**src/source/execute_consts.svh**
```systemverilog
`ifndef EXECUTE_CONSTS_SVH
`define EXECUTE_CONSTS_SVH

// Datapath widths
`define XLEN        32
`define REG_ADDR_W  5
`define OPCODE_W    7
`define FUNCT3_W    3
`define FUNCT7_W    7
`define SHAMT_W     5

// RV32I major opcodes handled here
`define OPC_OP      7'b0110011
`define OPC_OP_IMM  7'b0010011
`define OPC_LUI     7'b0110111
`define OPC_AUIPC   7'b0010111
`define OPC_BRANCH  7'b1100011
`define OPC_JAL     7'b1101111
`define OPC_JALR    7'b1100111

// funct3 of the shift group
`define F3_SLL      3'b001
`define F3_SRx      3'b101

// Selects SUB over ADD and SRA over SRL
`define F7_ALT      7'b0100000

`endif

```
**src/source/execute_pkg.sv**
```systemverilog
`include "execute_consts.svh"

package execute_pkg;

    typedef enum logic [3:0] {
        ALU_ADD,
        ALU_SUB,
        ALU_AND,
        ALU_OR,
        ALU_XOR,
        ALU_SLT,
        ALU_SLTU,
        ALU_PASS_B
    } alu_op_t;

    // One decoded instruction with its operands
    typedef struct packed {
        logic [`OPCODE_W-1:0]   opcode;
        logic [`REG_ADDR_W-1:0] rd;
        logic [`FUNCT3_W-1:0]   funct3;
        logic [`FUNCT7_W-1:0]   funct7;
        logic [`XLEN-1:0]       imm;
        logic [`XLEN-1:0]       pc;
        logic [`XLEN-1:0]       rs1_val;
        logic [`XLEN-1:0]       rs2_val;
    } issue_t;

    // What the next stage sees
    typedef struct packed {
        logic [`REG_ADDR_W-1:0] rd;
        logic [`XLEN-1:0]       rd_val;
        logic [`XLEN-1:0]       inst_pc;
        logic [`XLEN-1:0]       jump_pc;
        logic                   jump;
    } result_t;

endpackage

```
**src/source/stage_hold.sv**
```systemverilog
`timescale 1ns/1ps

module stage_hold #(
    parameter type payload_t = logic
) (
    input  logic     clk,
    input  logic     reset,
    input  logic     flush,
    input  logic     load,
    input  payload_t data_in,
    output logic     load_ready,
    input  logic     stall,
    output logic     valid,
    output payload_t data_out
);

    logic take;

    // Room when empty or when the current entry leaves this edge
    assign load_ready = !valid || !stall;
    assign take = load && load_ready;

    always_ff @(posedge clk) begin
        if (reset || flush) begin
            valid <= 1'b0;
        end else if (take) begin
            valid <= 1'b1;
        end else if (!stall) begin
            valid <= 1'b0;
        end
    end

    always_ff @(posedge clk) begin
        if (take) begin
            data_out <= data_in;
        end
    end

    // Feeder only pushes when told there is room
    assert property (@(posedge clk) disable iff (reset)
        load |-> load_ready);

endmodule

```
**src/source/int_alu.sv**
```systemverilog
`timescale 1ns/1ps

`include "execute_consts.svh"

module int_alu (
    input  logic [`XLEN-1:0]      in_a,
    input  logic [`XLEN-1:0]      in_b,
    input  execute_pkg::alu_op_t  op,
    output logic [`XLEN-1:0]      result,
    output logic                  lt,
    output logic                  ltu,
    output logic                  eq
);

    logic [`XLEN-1:0] sum;
    logic [`XLEN-1:0] diff;

    assign sum = in_a + in_b;
    assign diff = in_a - in_b;

    // Flags are always live for the branch logic
    assign lt = $signed(in_a) < $signed(in_b);
    assign ltu = in_a < in_b;
    assign eq = in_a == in_b;

    always_comb begin
        case (op)
            execute_pkg::ALU_ADD: begin
                result = sum;
            end
            execute_pkg::ALU_SUB: begin
                result = diff;
            end
            execute_pkg::ALU_AND: begin
                result = in_a & in_b;
            end
            execute_pkg::ALU_OR: begin
                result = in_a | in_b;
            end
            execute_pkg::ALU_XOR: begin
                result = in_a ^ in_b;
            end
            execute_pkg::ALU_SLT: begin
                result = {{(`XLEN-1){1'b0}}, lt};
            end
            execute_pkg::ALU_SLTU: begin
                result = {{(`XLEN-1){1'b0}}, ltu};
            end
            execute_pkg::ALU_PASS_B: begin
                result = in_b;
            end
            default: begin
                result = '0;
            end
        endcase
    end

endmodule

```
**src/source/alu_decode.sv**
```systemverilog
`timescale 1ns/1ps

`include "execute_consts.svh"

module alu_decode (
    input  logic [`OPCODE_W-1:0]   opcode,
    input  logic [`REG_ADDR_W-1:0] rd,
    input  logic [`FUNCT3_W-1:0]   funct3,
    input  logic [`FUNCT7_W-1:0]   funct7,
    input  logic [`XLEN-1:0]       imm,
    input  logic [`XLEN-1:0]       pc,
    input  logic [`XLEN-1:0]       rs1_val,
    input  logic [`XLEN-1:0]       rs2_val,
    input  logic [`XLEN-1:0]       alu_result,
    input  logic                   lt,
    input  logic                   ltu,
    input  logic                   eq,
    input  logic [`XLEN-1:0]       shift_result,
    output logic [`XLEN-1:0]       alu_a,
    output logic [`XLEN-1:0]       alu_b,
    output execute_pkg::alu_op_t   alu_op,
    output logic                   is_shift,
    output logic [`SHAMT_W-1:0]    shamt,
    output logic                   shift_left,
    output logic                   shift_arith,
    output logic [`XLEN-1:0]       rd_val,
    output logic [`XLEN-1:0]       jump_pc,
    output logic                   jump
);

    logic is_op;
    logic is_op_imm;
    logic is_lui;
    logic is_auipc;
    logic is_branch;
    logic is_jal;
    logic is_jalr;
    logic branch_taken;
    logic [`XLEN-1:0] link_pc;
    logic [`XLEN-1:0] branch_target;

    assign is_op = opcode == `OPC_OP;
    assign is_op_imm = opcode == `OPC_OP_IMM;
    assign is_lui = opcode == `OPC_LUI;
    assign is_auipc = opcode == `OPC_AUIPC;
    assign is_branch = opcode == `OPC_BRANCH;
    assign is_jal = opcode == `OPC_JAL;
    assign is_jalr = opcode == `OPC_JALR;

    assign is_shift = (is_op || is_op_imm) && (funct3 == `F3_SLL || funct3 == `F3_SRx);
    assign shift_left = funct3 == `F3_SLL;
    assign shift_arith = funct7 == `F7_ALT;
    // Register shifts take the low bits of rs2, immediate ones the shamt field
    assign shamt = is_op ? rs2_val[`SHAMT_W-1:0] : imm[`SHAMT_W-1:0];

    // The ALU is busy comparing during a branch, so the target has its own adder
    assign link_pc = pc + 4;
    assign branch_target = pc + imm;

    always_comb begin
        alu_a = rs1_val;
        alu_b = rs2_val;
        alu_op = execute_pkg::ALU_ADD;
        if (is_op || is_op_imm) begin
            if (is_op_imm) begin
                alu_b = imm;
            end
            case (funct3)
                3'b000: alu_op = (is_op && funct7 == `F7_ALT) ? execute_pkg::ALU_SUB
                                                               : execute_pkg::ALU_ADD;
                3'b010: alu_op = execute_pkg::ALU_SLT;
                3'b011: alu_op = execute_pkg::ALU_SLTU;
                3'b100: alu_op = execute_pkg::ALU_XOR;
                3'b110: alu_op = execute_pkg::ALU_OR;
                3'b111: alu_op = execute_pkg::ALU_AND;
                default: alu_op = execute_pkg::ALU_ADD;
            endcase
        end else if (is_branch) begin
            alu_op = execute_pkg::ALU_SUB;
        end else if (is_lui) begin
            alu_b = imm;
            alu_op = execute_pkg::ALU_PASS_B;
        end else if (is_auipc || is_jal) begin
            alu_a = pc;
            alu_b = imm;
        end else if (is_jalr) begin
            alu_b = imm;
        end
    end

    always_comb begin
        case (funct3)
            3'b000: branch_taken = eq;
            3'b001: branch_taken = !eq;
            3'b100: branch_taken = lt;
            3'b101: branch_taken = !lt;
            3'b110: branch_taken = ltu;
            3'b111: branch_taken = !ltu;
            default: branch_taken = 1'b0;
        endcase
    end

    always_comb begin
        rd_val = '0;
        jump_pc = '0;
        jump = 1'b0;
        if (is_shift) begin
            rd_val = shift_result;
        end else if (is_op || is_op_imm || is_lui || is_auipc) begin
            rd_val = alu_result;
        end else if (is_jal || is_jalr) begin
            rd_val = link_pc;
            jump = 1'b1;
            jump_pc = is_jalr ? {alu_result[`XLEN-1:1], 1'b0} : alu_result;
        end else if (is_branch && branch_taken) begin
            jump = 1'b1;
            jump_pc = branch_target;
        end
        // x0 is hardwired to zero
        if (rd == '0) begin
            rd_val = '0;
        end
    end

endmodule

```
**src/source/serial_shifter.sv**
```systemverilog
`timescale 1ns/1ps

`include "execute_consts.svh"

module serial_shifter (
    input  logic                clk,
    input  logic                reset,
    input  logic                flush,
    input  logic                start,
    input  logic [`XLEN-1:0]    value,
    input  logic [`SHAMT_W-1:0] shamt,
    input  logic                left,
    input  logic                arith,
    output logic                busy,
    output logic                done,
    output logic [`XLEN-1:0]    result
);

    logic [`SHAMT_W-1:0] count;
    logic [`XLEN-1:0] shift_reg;
    logic left_q;
    logic arith_q;
    logic fill;

    // Finished once the count has run out
    assign done = busy && count == '0;
    assign result = shift_reg;
    assign fill = arith_q && shift_reg[`XLEN-1];

    always_ff @(posedge clk) begin
        if (reset || flush) begin
            busy <= 1'b0;
            count <= '0;
        end else if (start) begin
            busy <= 1'b1;
            count <= shamt;
        end else if (busy) begin
            if (count == '0) begin
                busy <= 1'b0;
            end else begin
                count <= count - 1'b1;
            end
        end
    end

    always_ff @(posedge clk) begin
        if (start) begin
            shift_reg <= value;
            left_q <= left;
            arith_q <= arith;
        end else if (busy && count != '0) begin
            if (left_q) begin
                shift_reg <= {shift_reg[`XLEN-2:0], 1'b0};
            end else begin
                shift_reg <= {fill, shift_reg[`XLEN-1:1]};
            end
        end
    end

    assert property (@(posedge clk) disable iff (reset || flush)
        start |-> !busy);

endmodule

```
**src/source/execute_stage.sv**
```systemverilog
`timescale 1ns/1ps

`include "execute_consts.svh"

module execute_stage (
    input  logic                   clk,
    input  logic                   reset,
    input  logic                   flush,
    input  logic [`OPCODE_W-1:0]   decode_opcode,
    input  logic [`REG_ADDR_W-1:0] decode_rd,
    input  logic [`FUNCT3_W-1:0]   decode_funct3,
    input  logic [`FUNCT7_W-1:0]   decode_funct7,
    input  logic [`XLEN-1:0]       decode_imm,
    input  logic [`XLEN-1:0]       decode_pc,
    input  logic [`XLEN-1:0]       read_rs1_val,
    input  logic [`XLEN-1:0]       read_rs2_val,
    input  logic                   read_valid,
    output logic                   read_stall,
    input  logic                   stall,
    output logic                   valid,
    output logic [`REG_ADDR_W-1:0] rd_out,
    output logic [`XLEN-1:0]       rd_val_out,
    output logic [`XLEN-1:0]       inst_pc_out,
    output logic [`XLEN-1:0]       jump_pc_out,
    output logic                   jump_out
);

    execute_pkg::issue_t issue_in;
    execute_pkg::issue_t issue_q;
    execute_pkg::result_t result_in;
    execute_pkg::result_t result_q;

    logic issue_load;
    logic issue_ready;
    logic issue_valid;
    logic issue_stall;
    logic result_ready;
    logic result_fire;
    logic first_cycle;
    logic shift_start;
    logic shift_done_q;
    logic shift_complete;

    logic [`XLEN-1:0] alu_a;
    logic [`XLEN-1:0] alu_b;
    execute_pkg::alu_op_t alu_op;
    logic [`XLEN-1:0] alu_result;
    logic alu_lt;
    logic alu_ltu;
    logic alu_eq;

    logic is_shift;
    logic [`SHAMT_W-1:0] shamt;
    logic shift_left;
    logic shift_arith;
    logic shift_busy;
    logic shift_done;
    logic [`XLEN-1:0] shift_result;

    logic [`XLEN-1:0] rd_val;
    logic [`XLEN-1:0] jump_pc;
    logic jump;

    assign issue_in = '{
        opcode: decode_opcode,
        rd: decode_rd,
        funct3: decode_funct3,
        funct7: decode_funct7,
        imm: decode_imm,
        pc: decode_pc,
        rs1_val: read_rs1_val,
        rs2_val: read_rs2_val
    };

    assign read_stall = !issue_ready;
    assign issue_load = read_valid && !read_stall;

    stage_hold #(.payload_t(execute_pkg::issue_t)) issue_hold (
        .clk(clk),
        .reset(reset),
        .flush(flush),
        .load(issue_load),
        .data_in(issue_in),
        .load_ready(issue_ready),
        .stall(issue_stall),
        .valid(issue_valid),
        .data_out(issue_q)
    );

    alu_decode decode (
        .opcode(issue_q.opcode),
        .rd(issue_q.rd),
        .funct3(issue_q.funct3),
        .funct7(issue_q.funct7),
        .imm(issue_q.imm),
        .pc(issue_q.pc),
        .rs1_val(issue_q.rs1_val),
        .rs2_val(issue_q.rs2_val),
        .alu_result(alu_result),
        .lt(alu_lt),
        .ltu(alu_ltu),
        .eq(alu_eq),
        .shift_result(shift_result),
        .alu_a(alu_a),
        .alu_b(alu_b),
        .alu_op(alu_op),
        .is_shift(is_shift),
        .shamt(shamt),
        .shift_left(shift_left),
        .shift_arith(shift_arith),
        .rd_val(rd_val),
        .jump_pc(jump_pc),
        .jump(jump)
    );

    int_alu alu (
        .in_a(alu_a),
        .in_b(alu_b),
        .op(alu_op),
        .result(alu_result),
        .lt(alu_lt),
        .ltu(alu_ltu),
        .eq(alu_eq)
    );

    // Kick the shifter once, on the first cycle the shift sits in the hold
    assign shift_start = first_cycle && is_shift;

    serial_shifter shifter (
        .clk(clk),
        .reset(reset),
        .flush(flush),
        .start(shift_start),
        .value(issue_q.rs1_val),
        .shamt(shamt),
        .left(shift_left),
        .arith(shift_arith),
        .busy(shift_busy),
        .done(shift_done),
        .result(shift_result)
    );

    // done is a pulse, so remember it if the output side was stalled
    assign shift_complete = shift_done || shift_done_q;
    assign result_fire = issue_valid && (!is_shift || shift_complete) && result_ready;
    assign issue_stall = !result_fire;

    always_ff @(posedge clk) begin
        if (reset || flush) begin
            first_cycle <= 1'b0;
            shift_done_q <= 1'b0;
        end else begin
            first_cycle <= issue_load;
            if (result_fire) begin
                shift_done_q <= 1'b0;
            end else if (shift_done) begin
                shift_done_q <= 1'b1;
            end
        end
    end

    assign result_in = '{
        rd: issue_q.rd,
        rd_val: rd_val,
        inst_pc: issue_q.pc,
        jump_pc: jump_pc,
        jump: jump
    };

    stage_hold #(.payload_t(execute_pkg::result_t)) result_hold (
        .clk(clk),
        .reset(reset),
        .flush(flush),
        .load(result_fire),
        .data_in(result_in),
        .load_ready(result_ready),
        .stall(stall),
        .valid(valid),
        .data_out(result_q)
    );

    assign rd_out = result_q.rd;
    assign rd_val_out = result_q.rd_val;
    assign inst_pc_out = result_q.inst_pc;
    assign jump_pc_out = result_q.jump_pc;
    assign jump_out = valid && result_q.jump;

    // A waiting shift past its first cycle must still be in the shifter
    assert property (@(posedge clk) disable iff (reset || flush)
        issue_valid && is_shift && !first_cycle && !shift_complete |-> shift_busy);

endmodule

```
**config.mk**
```make
export PLATFORM = sky130hd
export DESIGN_NAME = execute_stage
export DESIGN_NICKNAME = d
export VERILOG_FILES = /design/src/source/execute_pkg.sv /design/src/source/stage_hold.sv /design/src/source/int_alu.sv /design/src/source/alu_decode.sv /design/src/source/serial_shifter.sv /design/src/source/execute_stage.sv
export VERILOG_INCLUDE_DIRS = /design/src /design/src/source
export SDC_FILE = /design/constraint.sdc
export NUM_CORES = 1
export LEC_CHECK = 0
export ABC_AREA = 1
export BUFFER_PORTS_ARGS = -buffer_cell sky130_fd_sc_hd__buf_4
export CORE_MARGIN = 5
export CORE_UTILIZATION = 55
export CTS_BUF_LIST = sky130_fd_sc_hd__clkbuf_4
export DETAILED_ROUTE_END_ITERATION = 8
export GPL_TIMING_DRIVEN = 1
export PLACE_DENSITY_LB_ADDON = 0.25
export SLEW_MARGIN = 20
export SYNTH_ARGS = -nofsm -noshare
export SYNTH_HDL_FRONTEND = slang
export SYNTH_SLANG_ARGS = --single-unit
```
**constraint.sdc**
```tcl
create_clock -name clk -period 15.73 [get_ports clk]
set_input_delay 2.3595 -clock clk [delete_from_list [all_inputs] [get_ports clk]]
set_output_delay 2.3595 -clock clk [all_outputs]
set_load 0.005 [all_outputs]
```
# == Yosys cells after proc, flatten, opt, wreduce, memory -nomap -nowiden ==
# Index checks and enable logic that the tools add are counted.
# word_totals
wordCells,139
inputBits,155
output_inout_bits,104
regBits,296
# op_classes
n_bitwise,3
n_mux,39
n_reduce_logical,43
add_sub_neg,5
n_eq_ne,25
n_lt_le_gt_ge,2
# op_table
operator,count
32-bit 2-to-1 mux,18
32-bit case mux with 8 select lines,1
32-bit adder,2
32-bit less-than comparator,2
"32-bit by 3-bit adder with 32-bit output, second input constant",1
32-bit bitwise AND,1
32-bit == test,1
32-bit OR,1
32-bit subtractor,1
32-bit bitwise XOR,1
4-bit case mux with 6 select lines,1
"7-bit by 6-bit == test with 1-bit output, second input constant",3
"7-bit == test, second input constant",3
5-bit 2-to-1 mux,4
"4-bit by 3-bit == test with 1-bit output, second input constant",4
"7-bit by 5-bit == test with 1-bit output, second input constant",2
1-bit logical AND,13
"3-bit == test, second input constant",4
1-bit logical OR,11
1-bit 2-to-1 mux,11
5-bit logical NOT,2
"4-bit by 2-bit == test with 1-bit output, second input constant",2
1-bit logical NOT,8
4-bit 2-to-1 mux,2
other kinds (14),18

# == Longest topological paths before layout ==
# depth
ltp_word,12
mapped_depth,32
mapped_depth_nobuf,30

# == Cells and area by module ==
# From an unflattened synthesis, not the netlist that was laid out.
# hier_totals
cells_unflattened,3030
area_unflattened_um2,22038.6
# modules_own_cells
mod,cells_each,n_inst,area_per_inst_um2,seq_area_each_um2
int_alu,1301,1,6521.3,0.0
alu_decode,1206,1,5688.0,0.0
stage_hold at issue_hold,158,1,4559.4,4524.3
stage_hold at result_hold,110,1,3118.0,3083.0
serial_shifter,236,1,2043.2,1141.1
execute_stage,19,1,108.9,40.0

# == Worst setup path after synthesis ==
# OpenSTA, ideal clock, no wires.
# synth_timing
path_kind,in2reg
startpoint,in stall
endpoint,"reg issue_hold.data_out[0] (netlist name), enable pin"
n_path_buf,0
path_slack_ns,1.521
t_required_ns,15.069
arrival_time_ns,13.548
setup_ns,0.661
path_stages,7
cell_sequence,nand2_1 -> inv_1 -> nor2_1 -> inv_1 -> nand2_1 -> inv_2 -> nor2_1
# synth_between
elab_chain_cells,6
# synth_lines
element,line_no,source
from (decl),execute_stage.sv:19,"input logic stall,"
1-bit logical NOT,--,
1-bit logical OR,stage_hold.sv:20,assign load_ready = !valid || !stall;
1-bit logical AND,execute_stage.sv:145,assign result_fire = issue_valid && (!is_shift || shift_complete) && result_ready;
1-bit logical OR,stage_hold.sv:20,
1-bit logical AND,execute_stage.sv:76,assign issue_load = read_valid && !read_stall;
named net issue_hold.load,stage_hold.sv:9,"input logic load,"
1-bit logical AND,stage_hold.sv:21,assign take = load && load_ready;
to (signal assigned),stage_hold.sv:35,data_out <= data_in;
to (decl),stage_hold.sv:14,output payload_t data_out
# The timed path passes the listed nets, and every way through them passes these cells.
# A chain may end at the register's enable or synchronous reset.

# == Final worst setup path ==
# layout_timing
startpoint,reg issue_hold.data_out[147] (netlist name)
endpoint,"reg result_hold.data_out[2] (netlist name), data pin"
# layout_between
elab_chain_cells,12
elab_cells_between_ends,54
classes_between,add/sub: 2; order compare: 2; eq/ne: 15; mux: 19; bitwise: 3; reduce/logical: 13
# layout_lines
element,line_no,source
7-bit == test (no source line) or 7-bit by 5-bit == test with 1-bit output (tied branches),--,
32-bit 2-to-1 mux or 1-bit logical OR (tied branches),"alu_decode.sv:86, alu_decode.sv:83",
32-bit 2-to-1 mux,alu_decode.sv:83,end else if (is_auipc || is_jal) begin
32-bit 2-to-1 mux,alu_decode.sv:80,end else if (is_lui) begin
32-bit 2-to-1 mux,alu_decode.sv:78,end else if (is_branch) begin
32-bit 2-to-1 mux,alu_decode.sv:64,if (is_op || is_op_imm) begin
"32-bit less-than comparator, or another cell as far along",int_alu.sv:23,assign ltu = in_a < in_b;
1-bit logical NOT (on tied branches),"alu_decode.sv:98, alu_decode.sv:94, alu_decode.sv:96",
1-bit case mux with 6 select lines,alu_decode.sv:92,case (funct3)
1-bit logical AND,alu_decode.sv:115,end else if (is_branch && branch_taken) begin
32-bit 2-to-1 mux,alu_decode.sv:115,
32-bit 2-to-1 mux,alu_decode.sv:111,end else if (is_jal || is_jalr) begin
to (signal assigned),stage_hold.sv:35,
to (decl),stage_hold.sv:14,
# Several ways; a longest one is shown, not always the timed one.

==> impl_metrics.json <==
{
  "max_freq_mhz": 171,
  "cap_violations": 0,
  "slowest_delay_ns": 0.59,
  "report.final.slew_viol_count": 0,
  "period_minus_slack_ns": 5.84,
  "synth_seq_area_share": 0.386,
  "avgSynthCellArea_um2": 7.56,
  "cts.sinks": 296,
  "startpoint_type": "flip-flop",
  "grt_pass1_vias": 20600,
  "synthesis.nets": 3313,
  "htreeDepth": 3,
  "insertion_delay_ns": 0.85,
  "synth_area_mm2": 0.0228,
  "clock_skew_ns": 0.103,
  "cp_common_cell": "nand2_1",
  "crit_slowest_cell": "nand2_1",
  "ios": 259,
  "slew_headroom": 0.260,
  "synth_cells": 3013,
  "cp_top_family": "simple AND/OR/NAND/NOR gates",
  "final_cells": 3762,
  "outcome": "completed",
  "antenna_found_initial": 1,
  "die_w_um": 214,
  "finalSetupTns_ns": 0,
  "area_growth_pct": 10.8,
  "finalHoldViolCount": 0,
  "total_power_mw": 2.17,
  "place_ws_ns": 10.03,
  "cts_resized": 0,
  "synth_top_area_frac": 0.377,
  "setup_slack_ns": 9.89,
  "cp.required_ns": 16.28,
  "die_h_um": 214,
  "cts_root_buffer": "clkbuf_4",
  "core-area_mm2": 0.0409,
  "ys_types": 50,
  "vias_per_cell": 5.83,
  "drt_wl_total_um": 83700,
  "ys_seq_elements": 296,
  "ys.flop_type": "edfxtp_1",
  "power.static_leakage_nw": 11.3,
  "num_vias": 21900,
  "peakVddDrop_mv": 0.0899,
  "synthArstFlopShare": 0,
  "gp_congestion": 1.05,
  "overflow": 0,
  "grtUsageTotal": 0.359,
  "drc": 0,
  "dp_hpwl_um": 66200,
  "fillCellCount": 3782,
  "final-setup-viol-count": 0,
  "arrival_ns": 6.38,
  "cts-hold-fix-buffers": 0,
  "initial_core_util": 0.557,
  "p_per_area_mw_per_mm2": 85.9,
  "port_buffers": 258,
  "synth_top_area_cell": "edfxtp_1",
  "antenna_left": 0,
  "dr.pass1.iters": 6,
  "grt_max_degree": 70,
  "rsz0062_at_grt": "no",
  "dieArea_mm2": 0.0456,
  "wl_per_cell_um": 22.2,
  "critical_path_buf_inv_count": 5,
  "drive_above_1_share": 0.152,
  "cts_setup_buffers": 0,
  "synth_edf_count": 286,
  "crit_type": "flip-flop to flip-flop",
  "synthTopCellsByArea": "edfxtp_1 (38%), nand2_1 (13%), ha_1 (7.8%), inv_1 (6.5%), nor2_1 (4.4%)",
  "cts_tree": "done",
  "yosysWarnings": 0,
  "clock_path_buffers": 3,
  "fin_crit_sh": 0.371,
  "place_inst": 3622,
  "hold_class": "flip-flop to flip-flop",
  "clk_pin_slew_ns": 0.07,
  "worst_pin_slew_ns": 1.11,
  "drt_iter0_markers": 2892,
  "rows": 74,
  "whs_ns": 0.457,
  "worstSetupEndpointType": "flip-flop",
  "nNetsFinal": 3473,
  "cts_buffers": 80,
  "cp_max_fo": 64,
  "grt_pass1_wl_um": 123000
}
## kinds of logic after synthesis
group,Yosys count,synth area share
and+or+nand+nor,1394,0.260
buffers and inverters,609,0.123
AOI/OAI and AO/OA,524,0.134
DFF,296,0.386
adders and majority gates,145,0.0806
xor gates and xnor gates,45,0.0173
## placed cells by master (no fill, tap or decap), drive strengths merged, types with 2 or more instances in the layout
master,count
nand2,814
nor3b,2
clkinv,24
o21ai,222
nor4,8
a31oi,39
o211ai,62
or2,3
a21oi,159
nor3,30
clkbuf,108
nor2,277
o21a,5
inv,419
o221ai,2
xor2,22
nand3b,13
nand3,202
a22oi,2
o21bai,15
buf,272
o22ai,8
ha,142
edfxtp,286
o31ai,6
dfxtp,10
xnor2,23
nand4,43
diode,2
fa,3
## area by class of cell
cell class	count	area [um2]	area share
clock inverters	29	140	0.00555
multi-input cells	2108	11200	0.445
diodes	2	5.00	0.000198
inverters	415	1560	0.0617
repair buffers	272	2050	0.0813
clock buffers	108	811	0.0321
flip-flops and latches	296	8790	0.348
well taps	532	666	0.0264
## registers in the layout (all words and copies together), names as in the netlist
name                  count
first_cycle               1
result_hold.data_out    102
shifter.busy              1
shifter.result           32
shifter.arith_q           1
shift_done_q              1
issue_hold.valid          1
shifter.left_q            1
result_hold.valid         1
shifter.count             5
issue_hold.data_out     150
## cell usage after synthesis (23+ instances only)
cell type  instances
o21ai_1           26
inv_1            393
o21ai_0          167
o211ai_1          62
a21oi_1          156
buf_4            109
edfxtp_1         286
o21ai_2           29
buf_2             33
nand3_1          197
nor3_1            27
a31oi_1           39
nor2_1           266
clkbuf_1          37
nand2_1          797
ha_1             142
nand4_1           43
xnor2_1           23
## path summary, 6_finish.rpt
check	slack (ns)	endpoint	startpoint	cells after the start
max	9.89	result_hold.data_out[2]	issue_hold.data_out[147]	27
min	0.46	result_hold.data_out[98]	issue_hold.data_out[139]	0
max reg2reg	9.89	result_hold.data_out[2]	issue_hold.data_out[147]	27
min reg2reg	0.46	result_hold.data_out[98]	issue_hold.data_out[139]	0
## per-stage QoR
| step | instance area, um2 | utilization |
|---|---|---|
| global placement | 24300 | 0.593 |
| detailed placement | 24300 | 0.593 |
| CTS | 25200 | 0.617 |
| global route | 25300 | 0.617 |
| floorplan | 22800 | - |
| finish | 25300 | 0.617 |
## metal layers
metal | part of all wire | vias to the layer above | track usage
li1 | - | 10300 | -
met1 | 0.40 | 10200 | 0.487
met2 | 0.44 | 1281 | 0.543
met3 | 0.10 | 194 | 0.0740
met4 | 0.062 | 0 | 0.193
met5 | 0 | - | 0
## worst reg2reg max path: stages, from the launching register on
cell and delay (ns):
edfxtp_1 0.43, inv_1 0.11, nand3_1 0.08, inv_1 0.09, nand2_1 0.59, o22ai_4 0.39, buf_4 0.56, nand2_1 0.10
o21ai_0 0.30, ha_1 0.28, inv_1 0.16, fa_1 0.47, nand2_1 0.10, nand2_1 0.13, nand3_1 0.13, nand2_1 0.13
nand2_1 0.14, nand2_2 0.09, nand2_2 0.11, nand3_1 0.14, nand2_1 0.12, nand2_1 0.06, nand2_1 0.08, nand2_2 0.08
nand2_4 0.45, inv_1 0.14, nand2_1 0.09, nand2_1 0.05
## report_power, final
part           leakage [nW]  internal (mW)  switching, mW  total (mW)
Sequential             2.71          0.905         0.0351       0.941
Clock                 0.572          0.322          0.347       0.670
Combinational          8.03          0.175          0.383       0.559
Total                  11.3           1.40          0.765        2.17
(Power assumes the default switching activity.)
